===== config.mk =====
export PLATFORM = sky130hd
export DESIGN_NAME = lru_bank
export DESIGN_NICKNAME = d
export VERILOG_FILES = /design/src/logic/dcache_pkg.sv /design/src/logic/lru_bank.sv
export SDC_FILE = /design/constraint.sdc
export NUM_CORES = 1
export LEC_CHECK = 0
export BUFFER_PORTS_ARGS = -buffer_cell sky130_fd_sc_hd__buf_2
export CORE_ASPECT_RATIO = 0.75
export CORE_MARGIN = 2
export CORE_UTILIZATION = 45
export DETAILED_ROUTE_END_ITERATION = 10
export PLACE_DENSITY_LB_ADDON = 0.1
export SLEW_MARGIN = 40
export SYNTH_ARGS = -nofsm -noshare
export SYNTH_HDL_FRONTEND = slang
export SYNTH_SLANG_ARGS = --single-unit
export TNS_END_PERCENT = 30

===== constraint.sdc =====
create_clock -name clk -period 1.4 [get_ports clk]
set_input_delay 0.07 -clock clk [delete_from_list [all_inputs] [get_ports clk]]
set_output_delay 0.07 -clock clk [all_outputs]
set_load 0.01 [all_outputs]

===== src/logic/dcache_pkg.sv =====
package dcache_pkg;

    localparam int WAY_NUM    = 2;
    localparam int WORD_BYTES = 4;

    // defaults handed down by the top level
    localparam int line_words_default = 4;
    localparam int set_num_default    = 16;

    typedef enum logic {
        OP_LOAD  = 1'b0,
        OP_STORE = 1'b1
    } mem_op_e;

    typedef struct packed {
        logic        valid;
        mem_op_e     op;
        logic [31:0] addr;
        logic [3:0]  wstrb;
        logic [31:0] wdata;
    } cpu_req_t;

    typedef struct packed {
        logic        valid;
        logic [31:0] rdata;
    } cpu_resp_t;

    typedef enum logic [2:0] {
        LOOKUP,
        MISS_DIRTY,  // victim write request pending
        WRITEBACK,
        MISS_CLEAN,  // line read request pending
        REFILL,
        REFILL_DONE  // arrays re-read at the stalled index
    } miss_state_e;

    // one bit per way, at most one set
    typedef logic [WAY_NUM-1:0] way_sel_t;

endpackage


===== src/logic/lru_bank.sv =====
module lru_bank import dcache_pkg::*; #(
    parameter int  SET_NUM = set_num_default,
    localparam int INDEX_W = $clog2(SET_NUM)
) (
    input  logic               clk,
    input  logic               reset,
    input  logic [INDEX_W-1:0] index,
    input  logic               update,
    input  way_sel_t           hit,
    output logic               victim
);
    // one bit per set, names the way not used last
    logic [SET_NUM-1:0] lru;

    // a refill is always followed by a hit on the filled way,
    // so that hit covers the refill update too
    always_ff @(posedge clk) begin
        if (reset) begin
            lru <= '0;
        end else if (update) begin
            lru[index] <= hit[0];  // way 0 used, way 1 goes next
        end
    end

    assign victim = lru[index];

endmodule


### Word-level counts from Yosys, hierarchy flattened

Index checks and enable logic that the tools add are counted.

* bits of input ports: 9
* register bits after elaboration: 16

* muxes and demuxes: 5
* reduce and logical (&&, ||, !) cells: 1
* magnitude comparators: 2

Operators by type and width (number)
* $bwmux 16: 1
* $lt 4x5->1 const B: 1
* $bmux 1 s4: 1
* $demux 1 s4: 1
* $ge 4x1->1 const B: 1
* $mux 1: 2
* $logic_and 1x1->1: 1

### Depth between registers and ports, before layout

* word-level depth: 5
* gate-level depth with buffers: 4

### Worst setup path after synthesis

No wires, ideal clock.

* path type: flip-flop to output port
* from: register lru[9]
* to: output port victim
* required time: 1330 ps
* arrival time: 1038 ps
* cell stages (with the launch flop): 4
* slack: 292 ps
* cells stage by stage: dfxtp_1 mux4_1 a22oi_1 nand3_1

* longest elaborated chain between the ends: 2

RTL lines
* from (decl): line lru_bank.sv:13 `logic [SET_NUM-1:0] lru;`
* from (signal, indexed assignment): line lru_bank.sv:21 `lru[index] <= hit[0];`
* $bmux 1 s4: line lru_bank.sv:25 `assign victim = lru[index];`
* $mux 1 (implied by the code): line lru_bank.sv:25
* to (decl): line lru_bank.sv:10 `output logic victim`

No other way between the ends. The select of a mux whose other input is x is not followed.

### Worst setup path after layout

* from: register lru[3]
* to: output port victim

The elaborated chain is that of the path after synthesis.

==> metrics.cfg <==
[sta]
skew_ns=0
fmax_mhz=638
maxSlewHeadroom_pct=74.7
rsz0062_at_grt=true
fin_tns_setup_ns=-0.166
worst_slack_ns=-0.166
final.period_utilization_pct=112
tightestPinTransition_ns=0.379
timing.final.crit_period_ns=1.57
hold_ws_ns=0.145
hold_violations=0
finalSetupViolations=1
drv_slew=0

[floorplan]
dieArea_mm2=0.00220
num_io_pins=10
core-area_mm2=0.00172
rows=13
die_y_um=41.1
fp.dieW_um=53.5
start_util_pct=47.9

[power]
switching_power_uw=226
peakVddDrop_v=0.000714
power_uw=877
comb_power_share_pct=11.3
p_per_area_mw_per_mm2=974
seqPwrFrac_pct=52.8
switching_share_pct=25.8
p_leak_nw=0.306
p_clk_share_pct=36.0
p_int_uw=651

[layout]
largest_register=lru
largest_reg_flops=16
antenna_cells=0
nFillCells=181
seq_area_um2=320
drive_gt1_share_pct=19.0
area_growth_syn_to_layout_pct=9.09
finish.instance_area_um2=901
final_nets=110
final_cell_mix=a21oi_1 (16), dfxtp_1 (16), nand3_1 (15)
multi_input_area_um2=469
reg_top3=lru (16)

[synth]
syn_area_per_cell_um2=8.69
synth_top_area_cell=dfxtp_1
ys_warn_count=0
syn_inst=95
yosysTopAreaCellShare_pct=38.8
ys_ff_latch=16
synth.distinct_cells=22
syn_nets=104
netlist_area_um2=826
ys_top_cells_by_area=dfxtp_1 (39%), a21oi_1 (9.7%), nand3_1 (9.1%)
seq_area_frac_synth_pct=38.8

[clocking]
cts_buffers=3
cts_tree=built
cts_buffer_depth=2
cts_sinks=16
cts.clk_slew.worst_paths_ns=0.10
clk_latency_ns=0.29
cts_hold_buffers=0
cts_max_level=1
cts_root_buf=clkbuf_4

[detailed_routing]
wl_um=1990
route.detailed.drc=0
vias_per_cell=6.23
wl_per_cell_um=16.3
drt_iter0_drc=20
dr.pass1.iters=4
num_vias=760
drtAntennaViolNets=0

[global_routing]
grt_max_degree=17
antenna_found_initial=0
track_usage_pct=21.9
overflow=0
grt_pass1_vias=655
grt_first_pass_wirelength_um=3210

[placement]
hpwlAfterDp_um=1360
port_buffers=8
place_ws_ns=0.125
dpl_cell_area_um2=860
gp_congestion=0.799

[critical_path]
critPathKind=flip-flop to primary output
worstSetupEndpointType=primary output
cp.arrival_ns=1.50
worstPathRequired_ns=1.33
crit_fanout=2
critPathLaunchType=flip-flop

[run_status]
status=finished with violations
violations=negative setup slack

[flow_run]
maxCapViolations=0

[hold_path]
hold_class=input port to flip-flop

-- synth_stat cells --
| cell type | n |
|---|---|
| a21oi_1 | 16 |
| dfxtp_1 | 16 |
| nand3_1 | 15 |
| o21ai_0 | 12 |
| clkbuf_1 | 4 |
| nand4_1 | 4 |
| o21ai_1 | 4 |
| buf_2 | 3 |
| mux4_2 | 3 |
| and3b_1 | 2 |
| nand2_1 | 2 |
| nand2b_1 | 2 |
| nand3b_1 | 2 |
| nor2b_1 | 2 |
| a22oi_1 | 1 |
| and3_1 | 1 |
| buf_6 | 1 |
| mux4_1 | 1 |
| nor2_1 | 1 |
| nor3b_2 | 1 |
| or2_2 | 1 |
| or3b_1 | 1 |
-- critical path, cell delays in order (launching register included) --
cell and delay (ns):
dfxtp_1 0.32, mux4_2 0.48, a22oi_2 0.17, nand3_1 0.09, buf_2 0.14
-- path summary, 6_finish.rpt --
check / startpoint / endpoint / slack (ns) / cells past startpoint
setup / recovery: lru[3]$_SDFFE_PP0P_ / victim / -0.17 / 4
hold / removal: index[3] / lru[15]$_SDFFE_PP0P_ / 0.14 / 3
setup reg to reg: lru[13]$_SDFFE_PP0P_ / lru[13]$_SDFFE_PP0P_ / 0.76 / 2
hold reg to reg: lru[9]$_SDFFE_PP0P_ / lru[9]$_SDFFE_PP0P_ / 0.48 / 2
-- per-layer routing --
metal  up-vias  GRT usage, %  wire length, um
li1        368             -                -
met5         -             0                0
met3         2          7.66              108
met1       366          30.5             1000
met2        24          32.1              854
met4         0          5.77               19
-- power groups by stage --
stage	clock network, mW	registers, mW	logic [mW]
after floorplan	0	0.473	0.0697
after global placement	0	0.474	0.0945
after detailed placement	0	0.474	0.0962
after CTS	0.321	0.463	0.0972
after global routing	0.345	0.464	0.109
final	0.315	0.463	0.0989
-- final cells by class --
type / count / share of cell area [%]
Clock buffer: 4 / 4.03
Multi-Input combinational cell: 71 / 52.1
Sequential cell: 16 / 35.6
Tap cell: 22 / 3.06
Timing Repair Buffer: 9 / 5.28
-- per-stage QoR --
step                      util, %  std cells
after global placement       49.9        118
after detailed placement     49.9        118
final                        52.2        122
after global routing         52.2        122
after CTS                    52.2        122
after floorplan                 -         95
-- repair_timing --
item                       in CTS  in global routing
buffers inserted                0                  0
gates resized for setup         1                  0
setup endpoints to repair       1                  1
-- logic make-up after synthesis --
family | Yosys count | share of synthesized area, %
simple gates | 34 | 24.5
compound gates | 33 | 20.3
flops | 16 | 38.8
buf+inv | 8 | 5.00
mux | 4 | 11.4
Power figures use the tool's default switching activity.
