$ cat src/logic/dcache_pkg.sv
package dcache_pkg;

    localparam int WAY_NUM    = 2;
    localparam int WORD_BYTES = 4;

    // defaults handed down by the top level
    localparam int line_words_default = 4;
    localparam int set_num_default    = 16;

    typedef enum logic {
        OP_LOAD  = 1'b0,
        OP_STORE = 1'b1
    } mem_op_e;

    typedef struct packed {
        logic        valid;
        mem_op_e     op;
        logic [31:0] addr;
        logic [3:0]  wstrb;
        logic [31:0] wdata;
    } cpu_req_t;

    typedef struct packed {
        logic        valid;
        logic [31:0] rdata;
    } cpu_resp_t;

    typedef enum logic [2:0] {
        LOOKUP,
        MISS_DIRTY,  // victim write request pending
        WRITEBACK,
        MISS_CLEAN,  // line read request pending
        REFILL,
        REFILL_DONE  // arrays re-read at the stalled index
    } miss_state_e;

    // one bit per way, at most one set
    typedef logic [WAY_NUM-1:0] way_sel_t;

endpackage

$ cat src/logic/tag_dirty_array.sv
module tag_dirty_array import dcache_pkg::*; #(
    parameter int  LINE_WORDS = line_words_default,
    parameter int  SET_NUM    = set_num_default,
    localparam int INDEX_W    = $clog2(SET_NUM),
    localparam int OFFSET_W   = $clog2(LINE_WORDS * WORD_BYTES),
    localparam int TAG_W      = 32 - INDEX_W - OFFSET_W
) (
    input  logic               clk,
    input  logic               reset,
    input  logic [INDEX_W-1:0] index,
    input  logic [TAG_W-1:0]   cur_tag,
    output way_sel_t           hit,
    output logic               victim_dirty,
    output logic [TAG_W-1:0]   victim_tag,
    input  logic               victim,
    input  logic               fill_we,
    input  logic               store_hit_we
);
    logic [TAG_W-1:0]                tags [WAY_NUM][SET_NUM];
    logic [WAY_NUM-1:0][SET_NUM-1:0] valid;
    logic [WAY_NUM-1:0][SET_NUM-1:0] dirty;

    logic [TAG_W-1:0]   tag_q [WAY_NUM];
    logic [WAY_NUM-1:0] valid_q;
    logic [WAY_NUM-1:0] dirty_q;
    logic [INDEX_W-1:0] index_q;  // set of the request in lookup

    always_ff @(posedge clk) begin
        if (fill_we) begin
            tags[victim][index_q] <= cur_tag;
        end
    end

    always_ff @(posedge clk) begin
        if (reset) begin
            valid <= '0;
            dirty <= '0;
        end else if (fill_we) begin
            valid[victim][index_q] <= 1'b1;
            dirty[victim][index_q] <= 1'b0;  // fresh line is clean
        end else if (store_hit_we) begin
            dirty[hit[1]][index_q] <= 1'b1;
        end
    end

    always_ff @(posedge clk) begin
        index_q <= index;
        for (int w = 0; w < WAY_NUM; w++) begin
            tag_q[w] <= tags[w][index];
        end
    end

    always_ff @(posedge clk) begin
        if (reset) begin
            valid_q <= '0;
            dirty_q <= '0;
        end else begin
            for (int w = 0; w < WAY_NUM; w++) begin
                valid_q[w] <= valid[w][index];
                dirty_q[w] <= dirty[w][index];
            end
        end
    end

    always_comb begin
        for (int w = 0; w < WAY_NUM; w++) begin
            hit[w] = valid_q[w] && (tag_q[w] == cur_tag);
        end
    end

    assign victim_dirty = dirty_q[victim];
    assign victim_tag   = tag_q[victim];

    // refill belongs to the miss FSM, store hit to the lookup stage
    assert property (@(posedge clk) disable iff (reset) !(fill_we && store_hit_we));

endmodule

$ cat config.mk
export PLATFORM = sky130hd
export DESIGN_NAME = tag_dirty_array
export DESIGN_NICKNAME = d
export VERILOG_FILES = /design/src/logic/dcache_pkg.sv /design/src/logic/tag_dirty_array.sv
export SDC_FILE = /design/constraint.sdc
export NUM_CORES = 1
export LEC_CHECK = 0
export ABC_CLOCK_PERIOD_IN_PS = 4120
export BUFFER_PORTS_ARGS = -buffer_cell sky130_fd_sc_hd__buf_4
export CAP_MARGIN = 20
export CORE_UTILIZATION = 40
export DETAILED_ROUTE_END_ITERATION = 10
export PLACE_DENSITY_LB_ADDON = 0.08
export SLEW_MARGIN = 0
export SYNTH_ARGS = -nofsm -noshare
export SYNTH_HDL_FRONTEND = slang
export SYNTH_SLANG_ARGS = --single-unit
$ cat constraint.sdc
create_clock -name clk -period 4.12 [get_ports clk]
set_input_delay 1.03 -clock clk [delete_from_list [all_inputs] [get_ports clk]]
set_output_delay 1.03 -clock clk [all_outputs]
set_load 0.05 [all_outputs]
== Word-level counts from Yosys, hierarchy flattened ==
Memory sizes are Yosys's and may differ from the RTL's.
Cells that the tools add are included.
W data, S select, Z words.
Operators by class
  order comparisons: 10
  eq/ne operators: 2
  bitwise gates (word level): 6
  reductions and logical operators: 7
  mux-type cells: 28
Operators by type and width (count)
  $mux W384: 1
  $bmux W24 S4: 2
  $mux W24: 5
  $demux W24 S4: 1
  $mux W32: 2
  $or A32 B32 Y32: 2
  $eq A24 B24 Y1: 2
  $and A32 B32 Y32: 1
  $demux W16 S1: 2
  $mux W16: 2
  $not A32 Y32: 1
  $bmux W1 S4: 4
  $ge A5 B5 Y1 const B: 2
  $lt A4 B5 Y1 const B: 2
  $not A4 Y5: 2
  $mux W1: 8
  $logic_and A1 B1 Y1: 6
  $lt A5 B1 Y1 const B: 1
  $demux W1 S4: 1
  $ge A4 B1 Y1 const B: 1
  $lt A1 B2 Y1 const B: 2
  $ge A1 B1 Y1 const B: 2
  $reduce_bool A2 Y1: 1
Word-level totals
  bits in writable memories: 816
  logic and storage cells: 62
  memories kept: 2
  register bits: 72
  bits of input ports: 33
Memories
  tags: words 2, width 384, rd ports 2, clocked after memory_dff 0, write ports 1, RTL line tag_dirty_array.sv:19  | logic [TAG_W-1:0] tags [WAY_NUM][SET_NUM];
  tag_q: words 2, width 24, rd ports 3, clocked after memory_dff 0, write ports 2, RTL line tag_dirty_array.sv:23  | logic [TAG_W-1:0] tag_q [WAY_NUM];

== Logic depth before layout (Yosys ltp) ==
  depth in word-level cells: 9
  mapped depth: 7
  mapped depth without buffers: 5

== Least setup slack after synthesis ==
Ideal clock, no wire load.
  path type: in2out
  from: input port cur_tag[5]
  to: output port hit[1]
  buffers on the path: 0
  slack: -0.095 ns
  arrival time: 3.185 ns
  stages: 5
  cell sequence: xnor2_1 > nand4_1 > nor4_1 > nand2_1 > nor4_1
Between the ends
  cells in the longest elaborated chain, start to end: 2
RTL lines
  start, declared: RTL line tag_dirty_array.sv:11  | input logic [TAG_W-1:0] cur_tag,
  $eq A24 B24 Y1: RTL line tag_dirty_array.sv:67  | hit[w] = valid_q[w] && (tag_q[w] == cur_tag);
  $logic_and A1 B1 Y1: RTL line tag_dirty_array.sv:67
  end, declared: RTL line tag_dirty_array.sv:12  | output way_sel_t hit,
No other way between the ends.

== Final worst setup path ==
  from: input port cur_tag[9]
  to: output port hit[0]
The elaborated chain is that of the path after synthesis.

==> flow_metrics.tcl <==
set metrics [dict create \
    synth_common_cells "edfxtp_1, mux4_2, dfxtp_1" \
    period_needed_ns 3.974 \
    clock-sinks 888 \
    p_int_mw 15.21 \
    cp-startpoint "cur_tag[9]" \
    worstSetupEndpointType "primary output" \
    drive_gt1_share_pct 34.64 \
    via_count 16610 \
    slowest_stage "xnor2_1" \
    syn_nets 1582 \
    switching_share_pct 21.70 \
    grt_first_pass_wirelength_um 132500 \
    clockBufferDepth 3 \
    setup_violations 0 \
    path_clk_slew_ns 0.06 \
    postRouteAntennaNets 0 \
    place.gp.congestion 0.8246 \
    ioPinCount 60 \
    final_hold_viol_count 0 \
    die_w_um 292.0 \
    final_cells 2880 \
    first_pass_iters 5 \
    ys.flop_type "edfxtp_1" \
    cp.depth 7 \
    ys_warn_count 0 \
    crit_chain "buf_4 -> buf_4 -> xnor2_1 -> nand4_1 -> nor4_1 -> buf_4 -> buf_4" \
    drcViolationCount 0 \
    io_buffers 59 \
    cp_top_family "buffers and inverters" \
    fin_tns_setup_ns 0 \
    crit_buf_inv 4 \
    antenna_found_initial 1 \
    cts_setup_buffers 0 \
    syn2layout_area_growth_pct 16.74 \
    peakVddDrop_uv 317.0 \
    status "finished, final reports clean" \
    cts-hold-fix-buffers 0 \
    ctsResizeCount 0 \
    ys_ff_latch 888 \
    die_area_um2 85270 \
    initial_utilization_pct 40.71 \
    tightest_slew_ns 0.9822 \
    worstPathMaxFanout 33 \
    rows 105 \
    clock_skew_ns 0.01975 \
    fp.coreArea_um2 82640 \
    syn_area_per_cell_um2 21.72 \
    seqPwrFrac_pct 51.3 \
    netlist_top_cells_area "edfxtp_1, mux4_2, dfxtp_1" \
    rrSetupSlack_ns 1.32 \
    grt_pass1_vias 17360 \
    cts_buffers 93 \
    syn_inst 1549 \
    crit_arrival_ns 2.94 \
    grt_max_degree 70 \
    ys_seq_area_share_pct 75.69 \
    cp-start-kind "input pin" \
    cap_violations 0 \
    power.density_nw_per_um2 494.5 \
    cp.required_ns 3.09 \
    synth_top_area_share_pct 68.55 \
    r2r_cells 4 \
    htree_levels 3 \
    overflow 0 \
    cpPeakStageDelay_ns 0.52 \
    max_freq_mhz 251.6 \
    synth_cell_type_count 35 \
    place_inst 2708 \
    dp_hpwl_um 55140 \
    async_flop_share_pct 0 \
    hold_path_class "reg2reg" \
    drt_wl_total_um 94410 \
    grtUsageTotal_pct 22.52 \
    synth-edff-count 768 \
    die_y_um 292.0 \
    n_antenna_cell 0 \
    reg2reg_from "index_q[1]" \
    p_leak_nw 12.50 \
    period_share_pct 96.46 \
    rsz0062_at_grt "no" \
    drt-initial-drc-count 1874 \
    yosysTopAreaCell "edfxtp_1" \
    syn-cell-area_um2 33640 \
    p_sw_mw 4.215 \
    nNetsFinal 1766 \
    max_slew_margin_pct 34.52 \
    cts_root_buffer "clkbuf_16" \
    clkLatencyLatePin_ns 0.64 \
    comb_power_share_pct 6.1 \
    worst_path_most_repeated_cell "buf_4" \
    routed_via_density 5.768 \
    synth_most_common_cell "edfxtp_1" \
    endpoint "hit[0]" \
    r2r-end "tags[1][216]" \
    wl_per_cell_um 32.78 \
    setup.worst_path.class "in2out" \
    cts_tree "built" \
    drv_slew 0 \
    clkPwrFrac_pct 42.6 \
]
-- power by group through the flow --
stage                     clock network [mW]  logic (mW)  registers [mW]
after floorplan                            0       0.682            10.1
after global placement                     0        1.17            10.2
after detailed placement                   0        1.18            10.2
after CTS                               8.44        1.19            9.97
after global routing                    8.77        1.24            9.97
final                                   8.28        1.18            9.97
-- metal layers --
| layer | GRT usage (%) | wire (µm) | vias to the layer above | part of all wire, % |
|---|---|---|---|---|
| met5 | 0 | 0 | - | 0 |
| met4 | 5.866 | 1840 | 0 | 1.9 |
| met3 | 4.087 | 6541 | 107 | 6.9 |
| met2 | 34.25 | 43330 | 608 | 46 |
| met1 | 33.48 | 42700 | 9107 | 45 |
| li1 | - | - | 6789 | - |
-- sequential cells by signal, indices dropped and copies added (netlist names) --
register	flops
dirty	32
dirty_q	2
index_q	4
tag_q	48
tags	768
valid	32
valid_q	2
-- area by class of cell --
cell class,count,area (µm²)
multi-input cells,562,7939
flip-flops and latches,888,25460
well taps,1070,1339
inverters,16,60.06
clock inverters,49,430.4
repair buffers,172,1469
clock buffers,123,2575
fillers,6858,43360
-- tightest hold or removal path: stages, from the launching register on --
cell     delay (ns)
dfxtp_1        0.32
nor2_1         0.05
nor2_1         0.07
-- per-stage QoR --
| step | power [mW] | util, % | hold WS (ns) | setup WS, ns | cell area (µm²) |
|---|---|---|---|---|---|
| after CTS | 19.60 | 47.53 | 0.4740 | 0.2475 | 39280 |
| after detailed placement | 11.34 | 43.89 | 0.4597 | 0.2564 | 36270 |
| final | 19.42 | 47.53 | 0.4655 | 0.1459 | 39280 |
| after global placement | 11.34 | 43.89 | 0.4448 | 0.2033 | 36270 |
| after floorplan | 10.79 | - | 0.4348 | 0.07341 | 33650 |
| after global routing | 19.98 | 47.53 | 0.4978 | 0.1232 | 39280 |
-- worst min path at each step --
stage                    from   endpoint  slack, ns  cells after the start
finish              valid[30]  valid[30]       0.47                      2
detailed placement  valid[30]  valid[30]       0.46                      2
CTS                 valid[26]  valid[26]       0.47                      2
floorplan           valid[10]  valid[10]       0.43                      2
global route         dirty[4]   dirty[4]       0.50                      2
global placement    valid[21]  valid[21]       0.44                      2
-- cell families after synthesis --
group / count (synthesis) / synth area share (%)
and+or+nand+nor: 187 / 2.719
AOI/OAI and AO/OA: 48 / 0.9670
DFF: 888 / 75.69
buffers and inverters: 99 / 1.454
xor gates and xnor gates: 46 / 1.198
muxes: 281 / 17.97
-- cells in the final DEF (no fill, tap or decap), drive strengths merged, types with 2 or more instances in the layout --
cell type  instances
edfxtp           768
mux4             256
buf              172
clkbuf           123
dfxtp            120
nor2             101
clkinv            38
xor2              27
mux2              25
xnor2             19
o21ai             19
or3b              18
nand3             17
inv               16
nand2             14
o32ai             14
nand4             12
a22oi              8
bufinv             8
nor4               8
nor2b              6
a21oi              4
nor3               3
clkinvlp           3
nand2b             2
Power figures use the tool's default switching activity.
