## config.mk

```make
export PLATFORM = sky130hd
export DESIGN_NAME = line_data_array
export DESIGN_NICKNAME = d
export VERILOG_FILES = /design/src/logic/dcache_pkg.sv /design/src/logic/line_data_array.sv
export SDC_FILE = /design/constraint.sdc
export NUM_CORES = 2
export LEC_CHECK = 0
export BUFFER_PORTS_ARGS = -buffer_cell sky130_fd_sc_hd__buf_4
export CAP_MARGIN = 20
export CORE_ASPECT_RATIO = 0.8
export CORE_UTILIZATION = 35
export CTS_CLUSTER_SIZE = 25
export DETAILED_ROUTE_END_ITERATION = 8
export PLACE_DENSITY_LB_ADDON = 0.05
export SYNTH_ARGS = -nofsm -noshare
export SYNTH_HDL_FRONTEND = slang
export SYNTH_SLANG_ARGS = --single-unit
```

## constraint.sdc

```tcl
create_clock -name clk -period 7.1 [get_ports clk]
set_clock_uncertainty 0.15 [all_clocks]
set_input_delay 0.71 -clock clk [delete_from_list [all_inputs] [get_ports clk]]
set_output_delay 0.71 -clock clk [all_outputs]
set_load 0.05 [all_outputs]
```

## src/logic/dcache_pkg.sv

```systemverilog
package dcache_pkg;

    localparam int WAY_NUM    = 2;
    localparam int WORD_BYTES = 4;

    // defaults handed down by the top level
    localparam int line_words_default = 4;
    localparam int set_num_default    = 16;

    typedef enum logic {
        OP_LOAD  = 1'b0,
        OP_STORE = 1'b1
    } mem_op_e;

    typedef struct packed {
        logic        valid;
        mem_op_e     op;
        logic [31:0] addr;
        logic [3:0]  wstrb;
        logic [31:0] wdata;
    } cpu_req_t;

    typedef struct packed {
        logic        valid;
        logic [31:0] rdata;
    } cpu_resp_t;

    typedef enum logic [2:0] {
        LOOKUP,
        MISS_DIRTY,  // victim write request pending
        WRITEBACK,
        MISS_CLEAN,  // line read request pending
        REFILL,
        REFILL_DONE  // arrays re-read at the stalled index
    } miss_state_e;

    // one bit per way, at most one set
    typedef logic [WAY_NUM-1:0] way_sel_t;

endpackage

```

## src/logic/line_data_array.sv

```systemverilog
module line_data_array import dcache_pkg::*; #(
    parameter int  LINE_WORDS = line_words_default,
    parameter int  SET_NUM    = set_num_default,
    localparam int INDEX_W    = $clog2(SET_NUM),
    localparam int WORD_W     = $clog2(LINE_WORDS)
) (
    input  logic                                  clk,
    input  logic [INDEX_W-1:0]                    read_index,
    input  logic                                  read_en,
    input  logic [INDEX_W-1:0]                    write_index,
    input  logic                                  fill_we,
    input  logic                                  fill_way,
    input  logic [LINE_WORDS*32-1:0]              fill_line,
    input  logic                                  store_we,
    input  way_sel_t                              store_way,
    input  logic [WORD_W-1:0]                     store_offset,
    input  logic [31:0]                           store_word,
    output logic [WAY_NUM-1:0][LINE_WORDS*32-1:0] way_words
);
    logic [31:0]                        mem [WAY_NUM][LINE_WORDS][SET_NUM];
    logic [WAY_NUM-1:0][LINE_WORDS-1:0] word_we;
    logic [LINE_WORDS-1:0][31:0]        word_wdata;

    always_comb begin
        for (int i = 0; i < LINE_WORDS; i++) begin
            word_wdata[i] = fill_we ? fill_line[i*32 +: 32] : store_word;
        end
        for (int w = 0; w < WAY_NUM; w++) begin
            for (int i = 0; i < LINE_WORDS; i++) begin
                word_we[w][i] = (fill_we && (fill_way == 1'(w)))
                    || (store_we && store_way[w] && (store_offset == WORD_W'(i)));
            end
        end
    end

    // read before write on the same set
    always_ff @(posedge clk) begin
        for (int w = 0; w < WAY_NUM; w++) begin
            for (int i = 0; i < LINE_WORDS; i++) begin
                if (word_we[w][i]) begin
                    mem[w][i][write_index] <= word_wdata[i];
                end
                if (read_en) begin
                    way_words[w][i*32 +: 32] <= mem[w][i][read_index];
                end
            end
        end
    end

endmodule

```

Word-level counts from Yosys, hierarchy flattened
Memories as Yosys holds them, arrays and structs flattened.
Index checks and enable logic that the tools add are counted.
{ "word_totals": {"register_bits": 256, "memories": 1, "mem_bits_ro": 0, "latch_bits": 0, "ramBits": 4096, "wordCells": 80, "inputBits": 177} }
{ "op_classes": {"muxes": 46, "n_addsub": 0, "eq_ne": 3, "n_shift": 0, "reduce_logical": 22, "div": 0, "multipliers": 0, "n_lt_le_gt_ge": 3, "bitwise_logic": 3} }
{ "memory_table": {"columns": ["name", "words", "word_bits", "rd", "rd_clocked_by_memory_dff", "write_ports", "line_no", "text"], "rows": [
  ["mem", 2, 2048, 2, 0, 2, "line_data_array.sv:20", "logic [31:0] mem [WAY_NUM][LINE_WORDS][SET_NUM];"]
]} }
{ "ops": {"columns": ["operator", "count"], "rows": [
  ["$mux W512", 8],
  ["$bmux W32 S4", 8],
  ["$mux W32", 21],
  ["$demux W32 S4", 1],
  ["$logic_and A1 B1 Y1", 13],
  ["$ge A5 B5 Y1 const B", 2],
  ["$not A4 Y5", 2],
  ["$logic_or A1 B1 Y1", 8],
  ["$mux W1", 8],
  ["$lt A5 B1 Y1 const B", 1],
  ["$eq A2 B2 Y1 const B", 2],
  ["$eq A2 B1 Y1 const B", 1],
  ["$logic_not A2 Y1", 1],
  ["$not A1 Y1", 1]
]} }

Longest topological paths before layout
{ "depth": {"depth_word": 6, "mapped_depth": 8, "depth_no_buf": 3} }

Worst setup path before layout
Ideal clock, no wire load.
{ "synth_timing": {"kind": "input to register", "start": "in fill_we", "end": "mem mem[0][160] (netlist name), enable pin", "n_path_buf": 2, "path_slack_ns": 3.610, "arrival_time_ns": 2.919, "cell_stages": 5, "cell_sequence": "clkbuf_1 -> nor2b_1 -> a41oi_1 -> clkbuf_1 -> nor2_1"} }
{ "synth_rtl": {"columns": ["element", "line_no", "text"], "rows": [
  ["from (decl)", "line_data_array.sv:11", "input logic fill_we,"],
  ["to (decl)", "line_data_array.sv:20", null]
]} }

==> impl.org <==
** Job
- Max cap viols :: 0

** Power
- Sw power :: between 10 and 15 mW
- Max rail drop VDD :: roughly 0.22 mV
- The analysis attributes to cell leakage a power of roughly 59 nW.
- Dividing total power by cell area gives a power density of between 200 and 300 nW/µm².
- Switching Fraction :: 23.3%
- Of the total power, the clock network draws about two fifths.
- Combinational logic burns ~6.9% of the power.
- Of the total power, registers draw 51.8%.
- Internal power comes to roughly 43 mW.

** Layout
- For this run, the post-layout net count is a little over 8000.
- Fraction of final layout cells sized beyond drive strength 1 :: between 30% and 40%
- Footprint of the multi-input gates :: between 30000 and 40000 µm²
- Once layout is done, the placed cells without fillers occupy 191000 µm².
- Reg area :: ~130000 µm²
- Area overhead of the layout relative to synthesis :: 17.9%
- Number of inserted filler cells in the final layout :: between 40000 and 50000

** STA
- Achievable Freq :: between 300 and 400 MHz
- The clock period could shrink to between 3 and 4 ns.
- Setup TNS :: 0 ns
- Slew HR :: a little under a fifth
- Ratio of final minimum period to clock period :: a little over two fifths
- Actual slew at the worst max-slew pin :: between 1 and 1.5 ns
- Hold timing on the final database bottoms out at a slack of 0.0912 ns.
- Setup violations remaining at the end of the flow were counted as 0.
- Setup repair after global routing left no endpoint under its margin.
- The final-report hold violation count is 0.
- Pins over their slew limit :: 0

** Route
- Count of routing violations after the opening detailed-route iteration :: between 9000 and 10000
- Using the TritonRoute via totals, the vias-per-cell ratio works out to between 5 and 6.
- DRC viols :: 36
- Count of vias placed by the detailed router :: 80079
- Once detail routing completed, the nets flagged for antenna violations numbered 0.
- WL per Instance :: around 38 µm
- For this run, the detailed router's first-pass iteration total came to 9.
- Final wirelength :: around 550 mm

** CTS
- Latest clock arrival within the worst-skew pair :: slightly above 1 ns
- The clock passes through at most 4 buffers.
- TritonCTS built the clock tree.
- CTS saw 4352 sinks.
- Depth of the CTS H-tree :: 5
- Clock Root Buffer :: sky130_fd_sc_hd__clkbuf_16
- Clock-pin slew reported for the worst setup and hold paths after clock tree synthesis :: about 0.06 ns
- Number of buffers created by CTS :: 455

** Floorplan
- Cell Rows :: 223
- After floorplanning, the core was sized to cover 461000 µm².
- Chip Height :: between 600 and 700 µm
- Pin placement for this block handled 433 I/O pins.
- The initial utilization of the core area, before any placement, comes to about a third.
- Chip width :: about 760 µm
- The die covers between 400000 and 500000 µm².

** Worst setup path
- Data on the critical path is required at its endpoint by ~7.6 ns.
- Among cell families on the critical path, the largest total delay comes from simple AND/OR/NAND/NOR gates.
- Cell at the slowest stage of the critical path :: sky130_fd_sc_hd__nor2_4
- The worst setup path is of the input port to register kind.
- Critical path cell sequence :: buf_4 -> nor2_1 -> nand3_1 -> buf_4 -> nor2_4 -> buf_4
- Number of cells traversed by the worst register-to-register path :: 3
- In this design, the stage delay of the slowest critical-path cell is ~0.82 ns.
- Largest fanout of any net on the critical path :: 19
- STA classifies the critical path startpoint as an input port.
- By instance count, the cell type seen most on the critical path is sky130_fd_sc_hd__buf_4.
- Worst Path Buf+Inv :: 3
- The worst setup path is captured at a register.
- Endpoint arrival time on the critical path :: between 3 and 4 ns
- Critical Path Stages :: 6

** Synth
- In the synthesized netlist the async set-or-reset flop fraction comes to 0%.
- Main flop type after synthesis :: sky130_fd_sc_hd__edfxtp_1
- Counting distinct cell types in the post-synthesis netlist gives 26.
- For this run, the number of Yosys warnings is 0.
- In this run, synthesis inferred about 4400 flip-flops with an integrated enable.
- The synthesized design contains 4352 register bits.
- Commonest cells post-synth :: sky130_fd_sc_hd__edfxtp_1 (4352), sky130_fd_sc_hd__mux4_2 (982), sky130_fd_sc_hd__nand2_1 (449)
- Top cells by area, synth :: sky130_fd_sc_hd__edfxtp_1 (80%), sky130_fd_sc_hd__mux4_2 (14%), sky130_fd_sc_hd__a22oi_1 (1.4%)
- Share of the synthesized area in the top cell type :: around four fifths
- Average cell area after synthesis :: between 20 and 25 µm²
- Of the synthesized area, sequential elements account for between 80% and 90%.
- Cell type with the largest total area after synthesis :: sky130_fd_sc_hd__edfxtp_1
- The cell area that synthesis handed to floorplanning was 162000 µm².
- Cell with the most instances after synthesis :: sky130_fd_sc_hd__edfxtp_1
- Synthesis produced between 7000 and 8000 cells.
- The number of nets handed over by synthesis was between 7000 and 8000.

** GRT
- Largest net degree at the start of global routing :: between 100 and 150
- The number of antenna violations at the first check in global routing came to between 40 and 50.
- The first global-routing pass estimated between 700 and 800 mm of wire.
- Global routing consumed, over all layers together, a little under a quarter of the routing resources.
- The total overflow left after global routing is 0.
- Vias in the first global route :: approximately 80000

** Outcome
- The checks that failed: design-rule violations.
- The run finished, with violations left.

** Min path
- Min-Delay Path Class :: input port to register
- Counting instances, the worst hold path has a depth of 3.

** Placed design
- Post-Place Cell Area :: between 150000 and 200000 µm²
- Post-detail-place hpwl :: a little over 300 mm
- Port Buffer Count :: between 400 and 500
- Routability-driven placement finished with a final weighted congestion of ~0.75.
[path summary, 6_finish.rpt]
kind / start / to / slack [ns]
max reg2reg: mem[0][792]$_DFFE_PP_ / way_words[88]$_DFFE_PP_ / 5.10
min: fill_line[47] / mem[0][1295]$_DFFE_PP_ / 0.09
max: write_index[0] / mem[1][1132]$_DFFE_PP_ / 3.98
min reg2reg: mem[0][1586]$_DFFE_PP_ / way_words[18]$_DFFE_PP_ / 0.55
[placed cells by master (no fill, tap or decap), types with 95 or more instances in the layout]
cell / n
sky130_fd_sc_hd__edfxtp_1: 4352
sky130_fd_sc_hd__mux4_2: 982
sky130_fd_sc_hd__buf_4: 645
sky130_fd_sc_hd__clkbuf_16: 462
sky130_fd_sc_hd__nand2_1: 446
sky130_fd_sc_hd__a22oi_1: 307
sky130_fd_sc_hd__o22ai_1: 188
sky130_fd_sc_hd__nor2_4: 132
sky130_fd_sc_hd__clkinv_1: 108
sky130_fd_sc_hd__clkbuf_1: 104
sky130_fd_sc_hd__nor2_1: 95
[registers in the layout, indices dropped and copies added, names as in the netlist]
signal / cells
mem: 4096
way_words: 256
[metrics by stage]
stage	power, mW	util [%]	std cells	setup WS, ns
2_1_floorplan	31.7	-	7075	3.61
3_3_place_gp	33.5	37.9	13569	2.54
3_5_place_dp	33.7	38.1	13605	2.89
4_1_cts	56.9	41.2	14440	3.98
5_1_grt	58.1	41.5	14497	3.95
6_report	56.5	41.5	14507	3.98
[power by group through the flow]
stage          Sequential, mW  Clock [mW]  Combinational, mW
2_1_floorplan            30.1           0               1.63
6_report                 29.3        23.3               3.88
4_1_cts                  29.3        23.8               3.83
3_5_place_dp             29.8           0               3.82
5_1_grt                  29.3        24.7               4.08
3_3_place_gp             29.8           0               3.71
[layer usage]
metal / global-route usage (%) / part of all wire (%) / vias up
met4: 5.92 / 2.7 / 4
met5: 0 / 0.0031 / -
met1: 33.2 / 44 / 44924
li1: - / - / 31759
met2: 38.1 / 48 / 2756
met3: 3.11 / 5.3 / 636
[worst reg2reg max path: stages (launching register included)]
cell	delay (ns)
sky130_fd_sc_hd__edfxtp_1	0.42
sky130_fd_sc_hd__mux4_2	0.25
sky130_fd_sc_hd__o22ai_1	0.08
sky130_fd_sc_hd__nor2_1	0.75
[repair_timing]
action,4_1_cts,5_1_grt
resized for setup,0,0
buffers inserted,0,0
hold endpoints to repair,26,0
hold buffers,1,0
[layout make-up]
class | count | share of cell area [%]
Sequential cell | 4352 | 68.3
Timing Repair Buffer | 765 | 3.98
Antenna cell | 18 | 0.0235
Multi-Input combinational cell | 2351 | 16.2
Tap cell | 6187 | 4.04
Clock inverter | 268 | 1.22
Clock buffer | 566 | 6.24
[cells by family after synthesis]
| logic type | share of synthesized area (%) |
|---|---|
| AO/OA/AOI/OAI | 2.41 |
| buffers and inverters | 1.19 |
| flip-flops | 80.5 |
| multiplexers | 14.1 |
| AND/OR/NAND/NOR | 1.81 |
Power figures use the tool's default switching activity.
