`config.mk`:
```
export PLATFORM = sky130hd
export DESIGN_NAME = miss_ctrl
export DESIGN_NICKNAME = d
export VERILOG_FILES = /design/src/logic/dcache_pkg.sv /design/src/logic/miss_ctrl.sv
export SDC_FILE = /design/constraint.sdc
export NUM_CORES = 1
export LEC_CHECK = 0
export ABC_AREA = 1
export BUFFER_PORTS_ARGS = -buffer_cell sky130_fd_sc_hd__buf_4
export CORE_AREA = 2 2 217 219
export DETAILED_ROUTE_END_ITERATION = 16
export DIE_AREA = 0 0 219 221
export GPL_ROUTABILITY_DRIVEN = 0
export SYNTH_ARGS = -nofsm -noshare
export SYNTH_HDL_FRONTEND = slang
export SYNTH_SLANG_ARGS = --single-unit
```
`constraint.sdc`:
```
create_clock -name clk -period 3.27 [get_ports clk]
set_input_delay 0.327 -clock clk [delete_from_list [all_inputs] [get_ports clk]]
set_output_delay 0.327 -clock clk [all_outputs]
set_load 0.005 [all_outputs]
```
`src/logic/dcache_pkg.sv`:
```
package dcache_pkg;

    localparam int WAY_NUM    = 2;
    localparam int WORD_BYTES = 4;

    // defaults handed down by the top level
    localparam int line_words_default = 4;
    localparam int set_num_default    = 16;

    typedef enum logic {
        OP_LOAD  = 1'b0,
        OP_STORE = 1'b1
    } mem_op_e;

    typedef struct packed {
        logic        valid;
        mem_op_e     op;
        logic [31:0] addr;
        logic [3:0]  wstrb;
        logic [31:0] wdata;
    } cpu_req_t;

    typedef struct packed {
        logic        valid;
        logic [31:0] rdata;
    } cpu_resp_t;

    typedef enum logic [2:0] {
        LOOKUP,
        MISS_DIRTY,  // victim write request pending
        WRITEBACK,
        MISS_CLEAN,  // line read request pending
        REFILL,
        REFILL_DONE  // arrays re-read at the stalled index
    } miss_state_e;

    // one bit per way, at most one set
    typedef logic [WAY_NUM-1:0] way_sel_t;

endpackage

```
`src/logic/miss_ctrl.sv`:
```
module miss_ctrl import dcache_pkg::*; #(
    parameter int  LINE_WORDS = line_words_default,
    parameter int  SET_NUM    = set_num_default,
    localparam int INDEX_W    = $clog2(SET_NUM),
    localparam int OFFSET_W   = $clog2(LINE_WORDS * WORD_BYTES),
    localparam int TAG_W      = 32 - INDEX_W - OFFSET_W
) (
    input  logic                                  clk,
    input  logic                                  reset,
    input  logic                                  lookup_valid,
    input  way_sel_t                              hit,
    input  logic                                  victim,
    input  logic                                  victim_dirty,
    input  logic [TAG_W-1:0]                      victim_tag,
    input  cpu_req_t                              cur_req,
    input  logic [WAY_NUM-1:0][LINE_WORDS*32-1:0] line_words,
    output logic                                  busy,
    output logic                                  stall,
    output logic                                  read_en,
    output logic                                  fill_we,
    output logic                                  rd_req,
    output logic [31:0]                           rd_addr,
    input  logic                                  rd_rdy,
    input  logic                                  ret_valid,
    output logic                                  wr_req,
    output logic [31:0]                           wr_addr,
    output logic [LINE_WORDS*32-1:0]              wr_data,
    input  logic                                  wr_rdy,
    input  logic                                  wr_done
);
    miss_state_e state;
    miss_state_e state_next;
    logic        miss;

    assign miss = lookup_valid && !(|hit);

    always_ff @(posedge clk) begin
        if (reset) begin
            state <= LOOKUP;
        end else begin
            state <= state_next;
        end
    end

    always_comb begin
        state_next = state;
        case (state)
            LOOKUP: begin
                if (miss) begin
                    state_next = victim_dirty ? MISS_DIRTY : MISS_CLEAN;
                end
            end
            MISS_DIRTY: begin
                if (wr_rdy) begin
                    state_next = WRITEBACK;
                end
            end
            WRITEBACK: begin
                if (wr_done) begin
                    state_next = MISS_CLEAN;
                end
            end
            MISS_CLEAN: begin
                if (rd_rdy) begin
                    state_next = REFILL;
                end
            end
            REFILL: begin
                if (ret_valid) begin
                    state_next = REFILL_DONE;
                end
            end
            REFILL_DONE: state_next = LOOKUP;
            default:     state_next = LOOKUP;
        endcase
    end

    // rises in the miss cycle itself
    assign busy  = (state == LOOKUP) ? miss : 1'b1;
    assign stall = busy;

    // data regs keep the victim line through writeback
    assign read_en = !busy || (state == REFILL_DONE);
    assign fill_we = (state == REFILL) && ret_valid;

    assign rd_req  = (state == MISS_CLEAN);
    assign rd_addr = {cur_req.addr[31:OFFSET_W], {OFFSET_W{1'b0}}};

    assign wr_req  = (state == MISS_DIRTY);
    assign wr_addr = {victim_tag, cur_req.addr[OFFSET_W +: INDEX_W], {OFFSET_W{1'b0}}};
    assign wr_data = line_words[victim];

    assert property (@(posedge clk) disable iff (reset) !(rd_req && wr_req));

    // refilled line must hit on the re-read
    assert property (@(posedge clk) disable iff (reset)
        (state == REFILL_DONE) |=> (|hit));

endmodule

```
# Word-level counts from Yosys, hierarchy flattened

Cells that the tools add are included.

Output and inout port bits: 198
Word-level logic and storage cells: 30
Register bits after elaboration: 3
Input port bits: 361

Muxes and demuxes: 10
Reductions and logical operators: 8
Eq/ne operators: 10
$lt $le $gt $ge: 1

Operators by type and width:

| kind                                                                          | number |
|---|---|
| 128-bit two-way mux                                                           | 2 |
| 3-bit two-way mux                                                             | 5 |
| 3-bit one-hot mux with 5 select lines                                         | 1 |
| 3-bit by 2-bit == test with 1-bit output (second input constant)              | 2 |
| 3-bit == test (second input constant)                                         | 2 |
| 2-bit != test (second input constant)                                         | 3 |
| 5-bit AND reduction                                                           | 1 |
| 2-bit by 1-bit != test with 1-bit output (second input constant)              | 2 |
| 3-bit by 1-bit == test with 1-bit output (second input constant)              | 1 |
| 3-bit zero test                                                               | 1 |
| 1-bit logical AND                                                             | 2 |
| 1-bit zero test                                                               | 2 |
| 1-bit by 2-bit less-than comparator with 1-bit output (second input constant) | 1 |
| 2-bit two-way mux                                                             | 1 |
| 2-bit OR reduction                                                            | 1 |
| 1-bit logical OR                                                              | 1 |
| 1-bit two-way mux                                                             | 1 |

# Depth between registers and ports, before layout

Gate-level depths: netlist of the first run.

Depth in word-level cells: 6
Mapped depth: 9

# Least setup slack after synthesis of the first run

OpenSTA, ideal clock, no wires.

Path type: input -> output
Start point: input victim
End point: output wr_data[104]
Data arrival time: 1043 ps
Required time: 2943 ps
Path slack: 1900 ps
Stages on the path: 3
Path through: buf_2 buf_4 mux2_2

Longest elaborated chain between the ends: 2

RTL lines:

| what                                                    | line            | RTL |
|---|---|---|
| from (decl)                                             | miss_ctrl.sv:12 | `input logic victim,` |
| 128-bit two-way mux (not written as such) (2 in series) | miss_ctrl.sv:91 | `assign wr_data = line_words[victim];` |
| to (decl)                                               | miss_ctrl.sv:27 | `output logic [LINE_WORDS*32-1:0] wr_data,` |

Every way passes these cells. The select of a mux whose other input is x is not followed.

# Worst setup path after layout of the first run

Start point: input victim
End point: output wr_data[70]

The elaborated chain is that of the path after synthesis.

==> metrics, run 1 <==
peak supply drop=0.0003040 V; crit end category=output pin; total routed wirelength=21220 um; count of fill cells added during filler insertion=5297; Placed Cells incl. Taps=1199; total via count in the routed design=3186; overall die area=0.04840 mm2; non-filler cells, final=1203; Hold Crit Class=in -> reg; hold-fix buffers at CTS=0; wire length of the first global-routing pass=25640 um; clock latency on the worst-skew pair=0.23 ns; post-cts repair resize count=0; antenna violations before repair=4; worst hold slack=0.3550 ns; post-synth top area cell=sky130_fd_sc_hd__mux2_2; mean post-synth cell area=8.782 um2; # rows=79; distinct cell type count of the synthesized netlist=15; relative area change from synthesis to final layout=143.6%; classification of the worst setup path=in -> out; CP Data Arrival Time=1.49 ns; residual DRC count=0; Post-Place Setup Slack=1.435 ns; flip-flop count of the largest register, all copies and words added=3; buffer cell driving the clock tree root=sky130_fd_sc_hd__clkbuf_16; standard cell core area=0.04606 mm2; effective utilization at floorplan=5.014%; DRT antenna net count=0; number of diodes=0; DRC marker count from the first detailed-route iteration=73; CP Launch Type=input port; height of the die=221 um; overall fraction of global-route tracks in use=7.907%; final-report setup violation count=0; clock edge transition at the registers on the reported setup and hold paths=0.03 ns; count of mapped cells out of synthesis=263; MaxCap Viol Count=0; Post-CTS Setup Inserts=0; Remaining Overflow, GRT=0; PnR worst setup slack=1.450 ns; Tcrit/Tclk final=55.65%; H-tree levels=1; number of max-slew violations in the final report=0; setup repair after global routing missed its margin=false; largest fanout of any net on the critical path=52; clock tree from TritonCTS=done; nets=958; number of top-level pins=559; largest net degree at the start of global routing=61; top cell type's share of synthesized area=62.41%; flops & latches, synth=3; fraction of layout cells with a size suffix above 1=89.77%; setup total negative slack=0 ns; number of sinks driven by the clock tree=3; Tmin final=1.820 ns; share of synthesized area occupied by flip-flops and latches=2.600%; mean number of vias per cell=2.648; number of warnings reported in the yosys synthesis log=0; final HPWL from detailed placement=19720 um; Worst Clk Skew=0.002466 ns; Pre-antenna DRT Iters=4; combined area of all synthesized cells=0.002310 mm2; Cell Pwr Density=225.5 mW/mm2; wire per inst=17.64 um; result of the run=complete, no violations; number of failing hold endpoints at the final stage=0; worst-case register-to-register setup slack=2.00 ns; critical path data required time=2.94 ns; Final Util=12.21%; buffers added on ports=400; Max Buffers Root-to-Sink=2; via count of the first global-routing pass=3152; top cells by area, synth=sky130_fd_sc_hd__mux2_2, sky130_fd_sc_hd__buf_4, sky130_fd_sc_hd__dfxtp_1; register name with the most flops=state; number of buffers inserted during clock tree synthesis=3; P_leak=0.002665 uW; maximum achievable frequency=549.6 MHz; largest registers ranked by flip-flop count=state: 3 flops; horizontal extent of the die=219 um
-- path summary, 6_finish.rpt --
| path | end | from | cells past startpoint |
|---|---|---|---|
| worst max-delay path | wr_data[70] | victim | 4 |
| worst min-delay path | state[2] | reset | 4 |
| worst max register to register | state[0] | state[2] | 6 |
| worst min register to register | state[0] | state[0] | 2 |
-- placed cells by master (no fill, tap or decap) --
cell and instances:
sky130_fd_sc_hd__a21oi_1 2, sky130_fd_sc_hd__buf_12 2, sky130_fd_sc_hd__buf_4 399, sky130_fd_sc_hd__buf_6 1, sky130_fd_sc_hd__clkbuf_1 1, sky130_fd_sc_hd__clkbuf_16 3, sky130_fd_sc_hd__clkinv_1 2, sky130_fd_sc_hd__conb_1 8
sky130_fd_sc_hd__dfxtp_1 3, sky130_fd_sc_hd__inv_1 8, sky130_fd_sc_hd__inv_2 1, sky130_fd_sc_hd__mux2_2 128, sky130_fd_sc_hd__nand2_1 13, sky130_fd_sc_hd__nand3_1 7, sky130_fd_sc_hd__nor2_1 14, sky130_fd_sc_hd__nor2_2 1
sky130_fd_sc_hd__nor3_1 1, sky130_fd_sc_hd__o21ai_0 2
-- cell type report --
type,instances,area (um2),share of cell area [%]
repair buffers,402,3047,54.16
multi-input cells,176,1639,29.14
well taps,607,759.5,13.50
clock buffers,4,78.83,1.401
flip-flops and latches,3,60.06,1.068
inverters,11,41.29,0.7340
-- cell families (layout without fill, tap and decap cells) --
kind of cell / Yosys count / after routing / share of synthesized area, %
simple gates: 36 / 36 / 6.392
compound gates: 4 / 4 / 0.8668
buf+inv: 91 / 417 / 27.57
flops: 3 / 3 / 2.600
other cells: 1 / 8 / 0.1624
mux: 128 / 128 / 62.41
-- cells in the mapped netlist --
| cell | instances |
|---|---|
| sky130_fd_sc_hd__mux2_2 | 128 |
| sky130_fd_sc_hd__buf_4 | 78 |
| sky130_fd_sc_hd__nor2_1 | 14 |
| sky130_fd_sc_hd__nand2_1 | 13 |
| sky130_fd_sc_hd__inv_1 | 8 |
| sky130_fd_sc_hd__nand3_1 | 7 |
| sky130_fd_sc_hd__dfxtp_1 | 3 |
| sky130_fd_sc_hd__a21oi_1 | 2 |
| sky130_fd_sc_hd__buf_2 | 2 |
| sky130_fd_sc_hd__clkinv_1 | 2 |
| sky130_fd_sc_hd__o21ai_0 | 2 |
| sky130_fd_sc_hd__conb_1 | 1 |
| sky130_fd_sc_hd__inv_2 | 1 |
| sky130_fd_sc_hd__nor2_2 | 1 |
| sky130_fd_sc_hd__nor3_1 | 1 |
-- critical path, cell delays in order --
cell	delay, ns
sky130_fd_sc_hd__buf_6	0.20
sky130_fd_sc_hd__buf_12	0.27
sky130_fd_sc_hd__mux2_2	0.44
sky130_fd_sc_hd__buf_4	0.16
-- metrics by stage --
step	total power, uW	area (um2)
3_5_place_dp	1095	5547
5_1_grt	1370	5625
6_report	1269	5625
3_3_place_gp	1091	5547
2_1_floorplan	521.9	2336
4_1_cts	1303	5625
-- power breakdown --
| part | leakage (uW) | internal (uW) | total [uW] | switching [uW] |
|---|---|---|---|---|
| combinational | 0.00260 | 570 | 986 | 416 |
| sequential | 0.0000249 | 55.5 | 86.2 | 30.7 |
| clock | 0.0000382 | 161 | 197 | 35.7 |
-- metal layers --
metal  global-route usage (%)  vias up  wire length [um]  share of wire [%]
met2                    13.86      264              9788                 46
met4                    1.242        2               318                1.5
met3                    3.010       41              2634                 12
met1                    9.213     1383              8461                 40
li1                         -     1496                 -                  -
met5                        0        -                14              0.066
No activity file was read; power rests on OpenSTA's default activity.
==> run 2, diff against run 1 <==
Settings changed: ABC_AREA 1 to 0, CORE_AREA 2 2 217 219 to 2 2 219 221, DIE_AREA 0 0 219 221 to 0 0 221 223.
Clock period 3.27 ns to 1.83 ns, I/O delays scaled along.
==> run 2 against run 1 <==
Effect of this change: wire length is 6.6% lower; synthesized area is 0.87% lower; largest cell class unchanged; final cell count is 1.1% lower; register-to-register slack worse by 1.7 ns; clock skew is 0.0021 ns lower; sequential power is 55% higher; largest power group unchanged; total power is 62% higher; count of clock-buffer cells in the layout stayed put; highest routed layer is now met4.
==> metrics, run 2 <==
flip-flop count of the largest register, all copies and words added=3; mean number of vias per cell=2.666; Pre-antenna DRT Iters=4; post-cts repair resize count=0; Cell Pwr Density=362.6 mW/mm2; number of diodes=0; fraction of layout cells with a size suffix above 1=94.09%; most frequent standard cell in the layout excluding fill and tap cells=sky130_fd_sc_hd__buf_4; largest fanout of any net on the critical path=9; H-tree levels=1; number of failing hold endpoints at the final stage=0; fraction of synthesized cell area in xor and xnor cells=0%; Max Buffers Root-to-Sink=2; P_leak=0.002637 uW; wire length of the first global-routing pass=25470 um; largest incremental delay on the critical path=0.48 ns; commonest cells in the netlist=sky130_fd_sc_hd__mux2_2, sky130_fd_sc_hd__buf_4, sky130_fd_sc_hd__buf_2, sky130_fd_sc_hd__nand2_1; clock tree from TritonCTS=done; CP Data Arrival Time=1.67 ns; effective utilization at floorplan=4.857%; final HPWL from detailed placement=18480 um; top cell type's share of synthesized area=62.95%; clock edge transition at the registers on the reported setup and hold paths=0.03 ns; basic-gate share of the synthesized area counting and, or, nand and nor cells=4.426%; MaxCap Viol Count=0; Worst Min Path Start=reset; buffers added on ports=400; # rows=80; Post-CTS Setup Inserts=0; clock latency on the worst-skew pair=0.22 ns; setup total negative slack=0 ns; wire per inst=16.65 um; launch instance of the worst register-to-register path=state[0]; number of sinks driven by the clock tree=3; hold-fix buffers at CTS=0; peak supply drop=0.0004568 V; antenna violations before repair=1; combined area of all synthesized cells=0.002290 mm2; result of the run=complete, no violations; flops & latches, synth=3; top cells by area, synth=sky130_fd_sc_hd__mux2_2, sky130_fd_sc_hd__buf_4, sky130_fd_sc_hd__buf_2; CP cell instances=nand2_1 -> or3_1 -> o2111ai_4 -> mux2_4; total via count in the routed design=3172; via count of the first global-routing pass=3257; post-synth top area cell=sky130_fd_sc_hd__mux2_2; overall die area=0.04928 mm2; residual DRC count=0; Tmin final=1.567 ns; largest net degree at the start of global routing=46; main combinational cell family by area after synthesis=multiplexers; Tcrit/Tclk final=85.64%; post-synthesis adder-cell area fraction=0%; Hold Crit Class=in -> reg; synthesized-area fraction occupied by ao, oa, aoi and oai cells=2.787%; setup repair after global routing missed its margin=false; PnR worst setup slack=0.2627 ns; Post-Place Setup Slack=0.2972 ns; largest registers ranked by flip-flop count=state: 3 flops; distinct cell type count of the synthesized netlist=25; crit end category=register; share of synthesized area occupied by flip-flops and latches=2.623%; DRC marker count from the first detailed-route iteration=38; buffer cell driving the clock tree root=sky130_fd_sc_hd__clkbuf_16; classification of the worst setup path=reg -> reg; Post-synth ARST share=0%; number of warnings reported in the yosys synthesis log=0; DRT antenna net count=0; height of the die=223 um; maximum achievable frequency=638.1 MHz; multiplexer share of the synthesized area=64.48%; total routed wirelength=19820 um; most common cell in the synthesized netlist=sky130_fd_sc_hd__mux2_2; EDFF count, synth=0; mean post-synth cell area=9.501 um2; standard cell core area=0.04715 mm2; nets=937; Worst Clk Skew=0.0003871 ns; horizontal extent of the die=221 um; count of fill cells added during filler insertion=5379; Remaining Overflow, GRT=0; critical path data required time=1.94 ns; commonest non-fill, non-tap cells in the layout=sky130_fd_sc_hd__buf_4, sky130_fd_sc_hd__mux2_2, sky130_fd_sc_hd__conb_1, sky130_fd_sc_hd__nand2_1; count of mapped cells out of synthesis=241; register name with the most flops=state; CP Launch Type=register; Most used DFF post-synth=sky130_fd_sc_hd__dfxtp_1; launch point of the critical path=state[0]; number of max-slew violations in the final report=0; relative area change from synthesis to final layout=146.9%; number of buffers inserted during clock tree synthesis=3; final-report setup violation count=0; overall fraction of global-route tracks in use=7.479%; number of top-level pins=559; cell with the biggest individual delay on the critical path=sky130_fd_sc_hd__dfxtp_1
-- run 2: cell count changes in the layout (fill, tap and decap cells not counted), sizes merged, moves of 2 or more --
cell | before | now
nor3b | 0 | 3
mux2i | 0 | 2
nand2 | 13 | 4
nor2 | 15 | 3
buf | 402 | 405
nand3 | 7 | 1
clkinv | 2 | 0
o21ai | 2 | 0
or2b | 0 | 2
inv | 9 | 1
-- run 2: cell families (layout without fill, tap and decap cells) --
logic type	count (synthesis)	in the layout
muxes	131	131
buffers and inverters	83	410
and+or+nand+nor	18	18
AOI/OAI and AO/OA	5	5
DFF	3	3
other	1	8
-- run 2: worst max-delay path: cells and delay by family, from the launching register on --
kind / cells / cell delay (ns)
AND/OR/NAND/NOR: 2 / 0.49
flip-flops: 1 / 0.48
multiplexers: 1 / 0.33
AO/OA/AOI/OAI: 1 / 0.15
-- run 2: metal layers --
metal | track usage [%] | wire length, um | part of all wire, % | vias up
met5 | 0 | 0 | 0 | -
met4 | 1.927 | 504 | 2.5 | 0
met3 | 2.739 | 2066 | 10 | 37
met2 | 14.11 | 10200 | 51 | 303
met1 | 7.756 | 7052 | 36 | 1377
li1 | - | - | - | 1455
-- run 2: final cells by class --
cell class              instances  area (um2)  area share (%)
well taps                     615       769.5           13.61
flip-flops and latches          3       60.06           1.062
inverters                       1       3.754         0.06640
clock buffers                   4       78.83           1.394
repair buffers                405        3069           54.29
multi-input cells             162        1672           29.57
-- run 2: power breakdown --
group | switching (uW) | internal, uW
Sequential | 46.5 | 87.3
Clock | 58.7 | 287
Combinational | 575 | 995
Total | 680 | 1370
-- run 2: path summary, 6_finish.rpt --
kind / cells past startpoint / end / slack [ns]
setup / recovery: 4 / state[2] / 0.26
hold / removal: 3 / state[1] / 0.29
setup reg to reg: 4 / state[2] / 0.26
hold reg to reg: 2 / state[1] / 0.68
-- run 2: through the flow --
step | util, % | hold WS [ns] | total power [uW] | cell area (um2) | cells
finish | 11.99 | 0.2933 | 2050 | 5653 | 1190
global route | 11.99 | 0.2983 | 2183 | 5653 | 1190
CTS | 11.99 | 0.2902 | 2100 | 5653 | 1190
detailed placement | 11.82 | 0.3660 | 1741 | 5574 | 1186
global placement | 11.82 | 0.3660 | 1713 | 5574 | 1186
floorplan | - | 0.3554 | 814.6 | 2316 | 248
